$ cat src/source/vga_pkg.sv
// Shared types for the VGA controller and its testbench
package vga_pkg;
	// Register byte offsets from the block base address
	localparam logic [31:0] reg_offset_enable = 32'd0;
	localparam logic [31:0] reg_offset_program = 32'd4;
	localparam logic [31:0] reg_offset_base = 32'd8;
	localparam logic [31:0] reg_offset_length = 32'd12;

	// AXI4 read address channel, master to slave
	typedef struct packed {
		logic valid;
		logic [31:0] addr;
		logic [7:0] len;
	} axi_ar_t;

	// AXI4 read data channel, slave to master
	typedef struct packed {
		logic valid;
		logic [31:0] data;
		logic last;
	} axi_r_t;

	// Framebuffer DMA states
	typedef enum logic [1:0] {
		wait_frame_start,
		wait_fifo_space,
		issue_addr,
		burst_active
	} dma_state_t;

	// Timing program opcodes
	typedef enum logic [1:0] {
		op_emit = 2'd0,
		op_loop = 2'd1,
		op_restart = 2'd2
	} seq_opcode_t;

	// One timing program word, as written through the program port
	typedef struct packed {
		seq_opcode_t opcode;
		logic hsync;
		logic vsync;
		logic visible;
		logic frame_start;
		logic [4:0] target;
		logic [15:0] count;
		logic [4:0] unused;
	} seq_instr_t;
endpackage

$ cat src/source/vga_dma.sv
`timescale 1ns/1ps

// Frame DMA, reads the framebuffer as fixed length AXI bursts
module vga_dma
	import vga_pkg::*;
	#(parameter BURST_LENGTH = 64)
	(input clk,
	input reset,
	input enable,
	input frame_start,
	input [31:0] fb_base,
	input [31:0] fb_length,
	input fifo_almost_empty,
	input arready,
	input axi_r_t r,
	output axi_ar_t ar,
	output logic rready);

	localparam logic [7:0] BEAT_LAST = 8'(BURST_LENGTH - 1);
	localparam logic [31:0] BURST_BYTES = 32'(BURST_LENGTH * 4);

	dma_state_t state;
	logic [7:0] beat_count;
	logic [31:0] pixel_count;
	logic [31:0] burst_addr;
	logic frame_done;

	// Current burst holds the last pixels of the frame
	assign frame_done = pixel_count + 32'(BURST_LENGTH) >= fb_length;

	always_ff @(posedge clk, posedge reset)
	begin
		if (reset)
		begin
			state <= wait_frame_start;
			beat_count <= '0;
			pixel_count <= '0;
			burst_addr <= '0;
		end
		else
		begin
			unique case (state)
				// The FIFO is flushed on the same pulse, so each frame starts clean
				wait_frame_start:
				begin
					if (frame_start && enable && fb_length != '0)
					begin
						state <= issue_addr;
						beat_count <= '0;
						pixel_count <= '0;
						burst_addr <= fb_base;
					end
				end

				// Hold off until a whole burst fits
				wait_fifo_space:
				begin
					if (!enable)
						state <= wait_frame_start;
					else if (fifo_almost_empty)
						state <= issue_addr;
				end

				// Address held until the slave takes it
				issue_addr:
				begin
					if (arready)
						state <= burst_active;
				end

				burst_active:
				begin
					if (r.valid)
					begin
						if (beat_count == BEAT_LAST)
						begin
							beat_count <= '0;
							burst_addr <= burst_addr + BURST_BYTES;
							pixel_count <= pixel_count + 32'(BURST_LENGTH);
							if (frame_done || !enable)
								state <= wait_frame_start;
							else if (fifo_almost_empty)
								state <= issue_addr;
							else
								state <= wait_fifo_space;
						end
						else
							beat_count <= beat_count + 1'b1;
					end
				end
			endcase
		end
	end

	assign ar = '{valid: state == issue_addr, addr: burst_addr, len: BEAT_LAST};

	// Room for the whole burst was checked before the request went out
	assign rready = 1'b1;
endmodule

$ cat config.mk
export PLATFORM = sky130hd
export DESIGN_NAME = vga_dma
export DESIGN_NICKNAME = d
export VERILOG_FILES = /design/src/source/vga_pkg.sv /design/src/source/vga_dma.sv
export SDC_FILE = /design/constraint.sdc
export NUM_CORES = 1
export LEC_CHECK = 0
export BUFFER_PORTS_ARGS = -buffer_cell sky130_fd_sc_hd__buf_2
export CAP_MARGIN = 20
export CORE_AREA = 5 5 108 151
export CTS_CLUSTER_SIZE = 8
export DETAILED_ROUTE_END_ITERATION = 16
export DIE_AREA = 0 0 113 156
export HOLD_SLACK_MARGIN = 0.08
export PLACE_DENSITY = 0.53
export SYNTH_ARGS = -nofsm -noshare
export SYNTH_HDL_FRONTEND = slang
export SYNTH_SLANG_ARGS = --single-unit
$ cat constraint.sdc
create_clock -name clk -period 3.28 [get_ports clk]
set_clock_uncertainty 0.1 [all_clocks]
set_input_delay 0.164 -clock clk [delete_from_list [all_inputs] [get_ports clk]]
set_output_delay 0.164 -clock clk [all_outputs]
set_load 0.05 [all_outputs]
==> impl_summary.md, run 1 <==
Run status
The flow ran to the end, and the final reports show no timing, DRC or antenna violations.

Synthesis
The dominant synthesized flop cell is sky130_fd_sc_hd__dfrtp_1. By area the synthesized netlist is led by sky130_fd_sc_hd__dfrtp_1 (37%), sky130_fd_sc_hd__ha_1 (7.8%), sky130_fd_sc_hd__a21oi_1 (5.8%), sky130_fd_sc_hd__nand2_1 (4.3%), sky130_fd_sc_hd__o21ai_0 (4.0%). The synthesized design contains 0 enable-type register cells. For this run, the number of Yosys warnings is 0. The library cell with the largest summed area after synthesis is sky130_fd_sc_hd__dfrtp_1. The netlist area before placement is roughly 4700 sq um. In the synthesized netlist, the number of instances is 546. The sequential fraction of the synthesis area is 0.365. The number of flip-flops and latches in the synthesized netlist is 68. The share of synthesized area in the top cell type comes to 0.365. The average size of a mapped cell is between 8 and 9 sq um.

The unique cell type count in the Yosys netlist is 60. The proportion of synthesized flip-flops having asynchronous set or reset is 1.00.

Floorplan
Pin placement for this block handled 146 I/O pins. The initial utilization of the core area, before any placement, comes to 0.315. The die covers 17600 sq um. The site row count is 53.

The die is 156 microns tall. The die width is between 100 and 150 microns. The floorplan step defined a core boundary enclosing 14800 sq um.

Placement
The last weighted congestion value of the routability-driven placer is 0.894. The detailed placement HPWL is 10.2 mm. The placed instances occupy a cell area of 5480 sq um. The number of placed instances, taps included is 840. The count of buffers added on input and output ports is 103.

Layout
From synthesis to final layout, the design area changed by 32.7%. Leaving out fill and tap cells, the most frequent cell in the layout is sky130_fd_sc_hd__buf_2. Fill cells in the final layout number between 1000 and 1500. The number of inserted diodes is 0. The count of placed standard cells in the final layout, fillers left out is 887. In the layout the commonest cells are sky130_fd_sc_hd__buf_2 (103), sky130_fd_sc_hd__dfrtp_1 (67), sky130_fd_sc_hd__nand2_1 (53), sky130_fd_sc_hd__a21oi_1 (52), sky130_fd_sc_hd__o21ai_0 (37). Summing all non-filler instances in the final layout gives an area of 6180 sq um.

The final net count is slightly above 800. The share of post-route cells with drive strength above 1 is 0.265.

Setup path
The largest stage delay on the critical path is 410 ps. The internal reg-to-reg setup slack is 130 ps. The element type at the critical path end is a flip-flop. Data on the critical path is required at its endpoint by 3400 ps. The largest delay contributor family on the critical path is compound AO/OA/AOI/OAI gates. The arrival time at the worst endpoint is 3280 ps.

For this design, the slowest cell found on the critical path is sky130_fd_sc_hd__dfrtp_1. Counting stages on the worst path, the most repeated cell is sky130_fd_sc_hd__and3_4. The endpoint of the worst register-to-register path is state[0]. Along the worst path, the maximum fanout reaches 3. The critical path goes through ha_4 -> and3_4 -> and3_4 -> and3_4 -> and3_4 -> xor2_1 -> ha_1 -> a21oi_2 -> nand2_1 -> a221o_1 -> a2111oi_4 -> nand2_1 -> o311ai_1. Counting buffers and inverters, the worst setup path is 13 cells deep. The number of buffers and inverters on the critical path is 0.

The worst register-to-register path begins at pixel_count[7]. The worst-case reg-to-reg path depth is 13. STA classifies the critical path startpoint as a flip-flop.

The worst setup path is of the flip-flop to flip-flop kind.

Clock network
The deepest level of the CTS H-tree is 3. For the worst-skew pair, the clock arrives at the later sink with an insertion delay of 330 ps. The clock tree root buffer cell is sky130_fd_sc_hd__clkbuf_16.

In this run the deepest clock path goes through 2 buffers. TritonCTS built the clock tree. The number of sinks handled by clock tree synthesis is 68. TritonCTS created 9 clock buffers. The clock slew at the register clock pins of the worst setup and hold paths is 50 ps.

Routing
After detailed routing, the number of remaining DRC violations is 0. The number of detailed-routing iterations run before antenna repair is 5. The sum of routed wire segments on met1 is 5.79 mm. Detailed routing placed a total of 778 microns of wire on met3. The total via count after detailed routing is between 4000 and 5000. After detailed routing, the number of vias per cell comes to 5.24. The first routing iteration left 146 violations. The number of routed nets with antenna violations is 0. The sum of routed wire length over all layers is 13.6 mm. The top routing layer in use is met4. The routed design uses 6.83 mm of met2 wire. The average wire per cell in the routed design is 15.3 microns.

Global routing
The number of antenna violations at the first check in global routing is 0. Entering global routing, the biggest net connects between 60 and 70 pins. The overall overflow remaining after global route is 0. The overall track demand over capacity in global routing is 0.153. The first global-routing pass estimated approximately 22 mm of wire. The via count of the first global-routing pass is 4585.

Timing
The final-report max-slew violation count is 0. Setup violations remaining at the end of the flow were counted as 0. At the pin with the least slew margin, the transition time is between 900 and 1000 ps. Setup repair after global routing left no endpoint under its margin.

The total count of hold-check failures in the final report is 0. The worst slew margin relative to its limit is 0.398. The clock period could shrink to 3150 ps. The final critical-path share of the clock period is 0.961. The maximum clock rate is 317 MHz.

Hold path
The cell depth of the worst min-delay path is 3. The path class of the tightest hold or removal check is input port to flip-flop. The worst hold path terminates at burst_addr[28].

The startpoint identified for the worst hold timing path is fb_base[28].

Pwr
The maximum VDD drop is 0.589 mV. The areal power density over the cells is 714 nW/um^2. The sum of internal, switching and leakage power is 0.00441 W. The static leakage is 2.90 nW.

Flow run
The max-cap check violation count is 0.
## routing by layer
layer	GRT usage	up-vias
met4	0.0447	0
met2	0.274	140
li1	-	2272
met1	0.186	2219
met5	0	-
met3	0.0307	13
## through the flow
| stage | util | hold WS [ps] | setup TNS, ps | setup WS [ps] |
|---|---|---|---|---|
| 3_3_place_gp | 0.370 | 182 | -0.779 | -0.779 |
| 6_report | 0.418 | 101 | 0 | 127 |
| 4_1_cts | 0.412 | 84.0 | 0 | 2.73 |
| 5_1_grt | 0.418 | 98.6 | 0 | 2.24 |
| 3_5_place_dp | 0.370 | 178 | -80.4 | -80.4 |
| 2_1_floorplan | - | 194 | 0 | 6.95 |
## layout make-up
| cell class | instances | area (sq um) | area share |
|---|---|---|---|
| Clock buffer | 13 | 260 | 0.0421 |
| Clock inverter | 2 | 10.0 | 0.00162 |
| Inverter | 34 | 128 | 0.0207 |
| Multi-Input combinational cell | 419 | 2810 | 0.455 |
| Sequential cell | 68 | 1700 | 0.276 |
| Tap cell | 192 | 240 | 0.0389 |
| Timing Repair Buffer | 159 | 1030 | 0.166 |
## repair_timing
item                                   CTS  global route
gates resized for setup                  7            16
hold buffers                            31             0
setup endpoints to repair                1             2
pin swaps                                5             4
gates cloned                             0             0
buffers inserted                         0             1
endpoints found under the hold margin   97             0
## state kept, by name, indices dropped and copies added, names as in the netlist
signal,count
state,2
pixel_count,26
beat_count,8
burst_addr,32
## synth_stat cells (all sizes together), types with 2 or more instances
cell type and instances:
a31oi 16, nand4 13, nor2 35, dfrtp 68, o31ai 8, xor2 5, and4 7, a21oi 55
clkbuf 13, nand2 53, buf 19, nor2b 2, a21o 7, a2bb2oi 5, ha 29, and2 4
a22o 11, nor3 5, nand2b 3, o22ai 10, and3 12, nor4 7, o21ai 38, o21a 2
conb 2, xnor2 19, or3 4, nand3 30, inv 34, or4 4, mux2 8
## worst max path at each step
stage | from | end | slack (ps)
CTS | pixel_count[7] | state[0] | 3
floorplan | pixel_count[6] | state[0] | 7
detailed placement | pixel_count[7] | state[0] | -80
finish | pixel_count[7] | state[0] | 130
global route | pixel_count[7] | state[0] | 2
global placement | pixel_count[7] | state[0] | -0.8
## power by group
part	internal [W]	switching, W
Combinational	0.000626	0.00157
Clock	0.000546	0.000348
Sequential	0.00107	0.000251
## worst register-to-register path, stage by stage (launching register included)
cell	delay, ps
sky130_fd_sc_hd__dfrtp_1	410
sky130_fd_sc_hd__ha_4	170
sky130_fd_sc_hd__and3_4	170
sky130_fd_sc_hd__and3_4	180
sky130_fd_sc_hd__and3_4	170
sky130_fd_sc_hd__and3_4	180
sky130_fd_sc_hd__xor2_1	140
sky130_fd_sc_hd__ha_1	320
sky130_fd_sc_hd__a21oi_2	130
sky130_fd_sc_hd__nand2_1	60
sky130_fd_sc_hd__a221o_1	340
sky130_fd_sc_hd__a2111oi_4	280
sky130_fd_sc_hd__nand2_1	140
sky130_fd_sc_hd__o311ai_1	260
## kinds of logic after synthesis
| group | Yosys count | synth area share |
|---|---|---|
| buf+inv | 66 | 0.0674 |
| compound gates | 166 | 0.225 |
| other cells | 2 | 0.00161 |
| xor+xnor | 24 | 0.0451 |
| mux | 9 | 0.0215 |
| simple gates | 182 | 0.196 |
| flops | 68 | 0.365 |
| fa+ha+maj | 29 | 0.0779 |
No activity file was read; power rests on OpenSTA's default activity.
==> run 2: changes to the inputs <==
Settings changed: ABC_AREA from default to 1, CAP_MARGIN 20 to 40, CORE_AREA 5 5 108 151 to 5 5 117 163, DIE_AREA 0 0 113 156 to 0 0 122 168, PLACE_DENSITY 0.53 to 0.51.
==> run 2 against run 1 <==
Sequential power is essentially flat. Final cell count grew 37%. Core utilization shrank 2.4 points. Clock power grew 36%. Synthesized cell count grew 54%. Synthesized area grew 17%. Register-to-register slack gained 220 ps. Sequential share of layout area shrank 2.6 points. Cell area grew 11%. Largest power group unchanged. Highest routed layer unchanged.
==> impl_summary.md, run 2 <==
Hold path
The worst hold path belongs to the class input port to flip-flop.

Synthesis
Among all flip-flop cells after synthesis, the most frequent one is sky130_fd_sc_hd__dfrtp_1. The count of flip-flops with a built-in enable after synthesis is 0. The synthesized netlist contains 39 unique library cells.

The count of yosys warnings during synthesis is 0. The library cell with the largest summed area after synthesis is sky130_fd_sc_hd__dfrtp_1. By area the synthesized netlist is led by sky130_fd_sc_hd__dfrtp_1 (31%), sky130_fd_sc_hd__nand2_1 (21%), sky130_fd_sc_hd__nand3_1 (8.3%), sky130_fd_sc_hd__inv_1 (7.3%), sky130_fd_sc_hd__ha_1 (6.7%).

After technology mapping, the gate count stands at between 800 and 900. The mapped netlist covers 5450 sq um. The most common cell in the synthesized netlist is sky130_fd_sc_hd__nand2_1. The share of synthesized area in the top cell type comes to 0.312. Ranked by instance count, the synthesized netlist is headed by sky130_fd_sc_hd__nand2_1 (302), sky130_fd_sc_hd__inv_1 (106), sky130_fd_sc_hd__nand3_1 (90), sky130_fd_sc_hd__nor2_1 (82), sky130_fd_sc_hd__dfrtp_1 (68). In the synthesized netlist the async set-or-reset flop fraction comes to 1.00. In this run, synthesis produced a sequential element count of 68. The sequential fraction of the synthesis area is 0.312. The average instance in the mapped netlist occupies 6.48 sq um.

Setup path
The classification of the worst setup path is flip-flop to flip-flop. In this run the worst path has a maximum fanout of 5. The arrival time at the worst endpoint is slightly above 3000 ps. STA classifies the critical path startpoint as a flip-flop. The element type at the critical path end is a flip-flop.

STA puts the critical path data required time at 3410 ps.

Floorplan
The floorplan has 57 rows. The die is ~170 microns tall. The floorplan step defined a die boundary enclosing slightly above 20000 sq um. Measured along the x axis, the die boundary spans 122 microns. For this design the top-level I/O count stands at ~150. For this configuration, the core starts out at a cell density of 0.314. The total core area is 17300 sq um.

Routing
The first detailed-routing pass ran for 4 iterations. In this run the remaining antenna-violating nets after routing total 0. Dividing the detail-routed wire length by the instance count gives between 10 and 15 microns. The sum of routed wire length over all layers is 16.0 mm. The DRC marker count from the first detailed-route iteration is 306. The routed layout has 5443 vias. The vias per cell is around 4.5.

After detailed routing, the number of remaining DRC violations is 0.

Clock network
TritonCTS built the clock tree. The clock drives slightly below 70 sinks. The number of clock buffers added by TritonCTS is 9. Clock-pin slew was measured on the worst setup and hold paths at 60 ps. The longest clock path from root to sink contains 2 buffers. The root buffer cell chosen for the clock tree is sky130_fd_sc_hd__clkbuf_16. CTS built an H-tree with a depth of 3. The insertion delay of the later-clocked pin in the worst-skew pair is 330 ps. Once the clock tree was built, the setup fixing pass inserted 0 buffers.

Timing
The routed design could run at a clock period as short as 2940 ps. The maximum clock rate is 341 MHz. Setup repair after global routing left no endpoint under its margin. The final-report max-slew violation count is 0. In the final timing run, aggregate negative setup slack is 0 ps.

The total count of hold-check failures in the final report is 0. The total setup violations reported at the end of the flow is 0. In this run the tightest slew margin relative to its limit is 0.457. The worst hold margin is 111 ps. In the finished design, the share of the clock period the worst path needs comes to 0.895.

The measured slew at the worst slew-check pin is about 810 ps.

Global routing
The via count of the first global-routing pass came to 5408. Entering global routing, the biggest net connects 76 pins. The global-route wire length before repair is 26.0 mm. For this run the aggregate overflow at the end of global routing stands at 0. For this run, the total global-route usage over all layers was measured as 0.157.

The number of antenna violations at the first check in global routing is 0.

Pwr
In this run the power density over the cells is 676 nW/um^2. Summed over all cells, the static leakage comes to 3.77 nW. The maximum VDD drop is 0.247 mV.

Layout
The number of antenna diodes in the final layout is 0. The final-layout fill cell count is around 1900. The share of post-route cells with drive strength above 1 is 0.155. The multi-input gate area in the final layout is 3130 sq um.

The register with the most flip-flops in the layout has 32 of them. With fillers left out, the area of the finished cells amounts to 6830 sq um. The register with the most flip-flops in the final layout is burst_addr. In the final layout, the registers with the most flip-flops are burst_addr: 32 flops, pixel_count: 26 flops, beat_count: 8 flops. The combined flip-flop and latch cell area is 1700 sq um. From synthesis to final layout, the design area changed by 25.3%.

For this run, the number of standard cells in the final layout without fillers is 1213. The library cell used most frequently in the layout, excluding fill and tap cells, is sky130_fd_sc_hd__nand2_1. After the last flow step, the layout net total stands at 1105. In the layout the commonest cells are sky130_fd_sc_hd__nand2_1 (302), sky130_fd_sc_hd__inv_1 (105), sky130_fd_sc_hd__buf_2 (103), sky130_fd_sc_hd__nand3_1 (90), sky130_fd_sc_hd__nor2_1 (82).

Placement
The standard cell area after detailed placement is about 6000 sq um. Routability-driven placement finished with a final weighted congestion of 0.859. The number of buffers added on ports is 103.

The detailed placement HPWL is ~12 mm. The number of placed instances, taps included is 1163.

Flow run
The tool flagged a number of max-cap violations equal to 0.

Run status
The run finished with clean final reports.
## run 2: cell count changes in the layout (fill, tap and decap cells not counted), sizes merged, moves of 11 or more
| cell | previous run | this run |
|---|---|---|
| nor2 | 35 | 88 |
| o21ai | 38 | 23 |
| buf | 128 | 111 |
| a21oi | 55 | 16 |
| inv | 34 | 111 |
| and3 | 12 | 1 |
| a22o | 11 | 0 |
| a31oi | 16 | 1 |
| nand3 | 30 | 92 |
| nand2 | 53 | 307 |
## run 2: metal layers
layer  share of wire  GRT usage  vias to the layer above
met4           0.020     0.0541                        0
met5               0          0                        -
met2            0.53      0.296                      107
met3           0.035     0.0188                       16
li1                -          -                     2884
met1            0.41      0.178                     2436
## run 2: cell families (layout without fill, tap and decap cells)
group / count (synthesis) / after routing / synth area share
simple gates: 528 / 528 / 0.416
buf+inv: 143 / 272 / 0.119
flops: 68 / 68 / 0.312
compound gates: 49 / 49 / 0.0498
fa+ha+maj: 29 / 29 / 0.0666
xor+xnor: 22 / 22 / 0.0354
other cells: 2 / 9 / 0.00138
## run 2: layout make-up
class                           count  area share
Tap cell                          236      0.0432
Sequential cell                    68       0.249
Inverter                          111      0.0610
Clock inverter                      4      0.0176
Multi-Input combinational cell    637       0.459
Clock buffer                       12      0.0361
Timing Repair Buffer              145       0.134
## run 2: power breakdown
| group | leakage (nW) | internal (W) | switching [W] |
|---|---|---|---|
| registers | 0.900 | 0.00105 | 0.000249 |
| clock network | 0.177 | 0.000842 | 0.000379 |
| logic | 2.69 | 0.000544 | 0.00155 |
| total | 3.77 | 0.00243 | 0.00218 |
## run 2: path summary, 6_finish.rpt
| kind | from | end | slack, ps | cells past startpoint |
|---|---|---|---|---|
| worst min register to register | burst_addr[7] | burst_addr[7] | 380 | 2 |
| worst max register to register | pixel_count[6] | state[1] | 340 | 18 |
| worst max-delay path | pixel_count[6] | state[1] | 340 | 18 |
| min in group asynchronous | reset | burst_addr[9] | 410 | 3 |
| worst min-delay path | fb_base[11] | burst_addr[11] | 110 | 5 |
| max in group asynchronous | reset | burst_addr[22] | 1910 | 4 |
## run 2: stage by stage
| stage | setup WS (ps) | power [W] | util |
|---|---|---|---|
| floorplan | 763 | 0.00292 | - |
| CTS | 269 | 0.00467 | 0.394 |
| finish | 345 | 0.00461 | 0.394 |
| detailed placement | 288 | 0.00340 | 0.353 |
| global route | 17.5 | 0.00494 | 0.394 |
| global placement | 331 | 0.00338 | 0.353 |
## run 2: critical path, cell delays in order (launching register included)
cell and delay, ps:
sky130_fd_sc_hd__dfrtp_2 410, sky130_fd_sc_hd__inv_2 70, sky130_fd_sc_hd__nor3_4 230, sky130_fd_sc_hd__nand2_1 110
sky130_fd_sc_hd__nor2_2 180, sky130_fd_sc_hd__nand2_1 140, sky130_fd_sc_hd__nor2_2 190, sky130_fd_sc_hd__nand4_1 140
sky130_fd_sc_hd__nand2_1 90, sky130_fd_sc_hd__inv_1 50, sky130_fd_sc_hd__ha_1 280, sky130_fd_sc_hd__nand2_1 70
sky130_fd_sc_hd__nor3b_1 260, sky130_fd_sc_hd__nor2b_1 160, sky130_fd_sc_hd__nand2_1 100, sky130_fd_sc_hd__nand3_1 80
sky130_fd_sc_hd__nand2_1 50, sky130_fd_sc_hd__nand2_1 70, sky130_fd_sc_hd__nand2_1 50
## run 2: timing repair
action	in CTS	in global routing
gates resized for setup	0	2
endpoints found under the hold margin	64	0
setup endpoints to repair	0	1
hold buffers	34	0
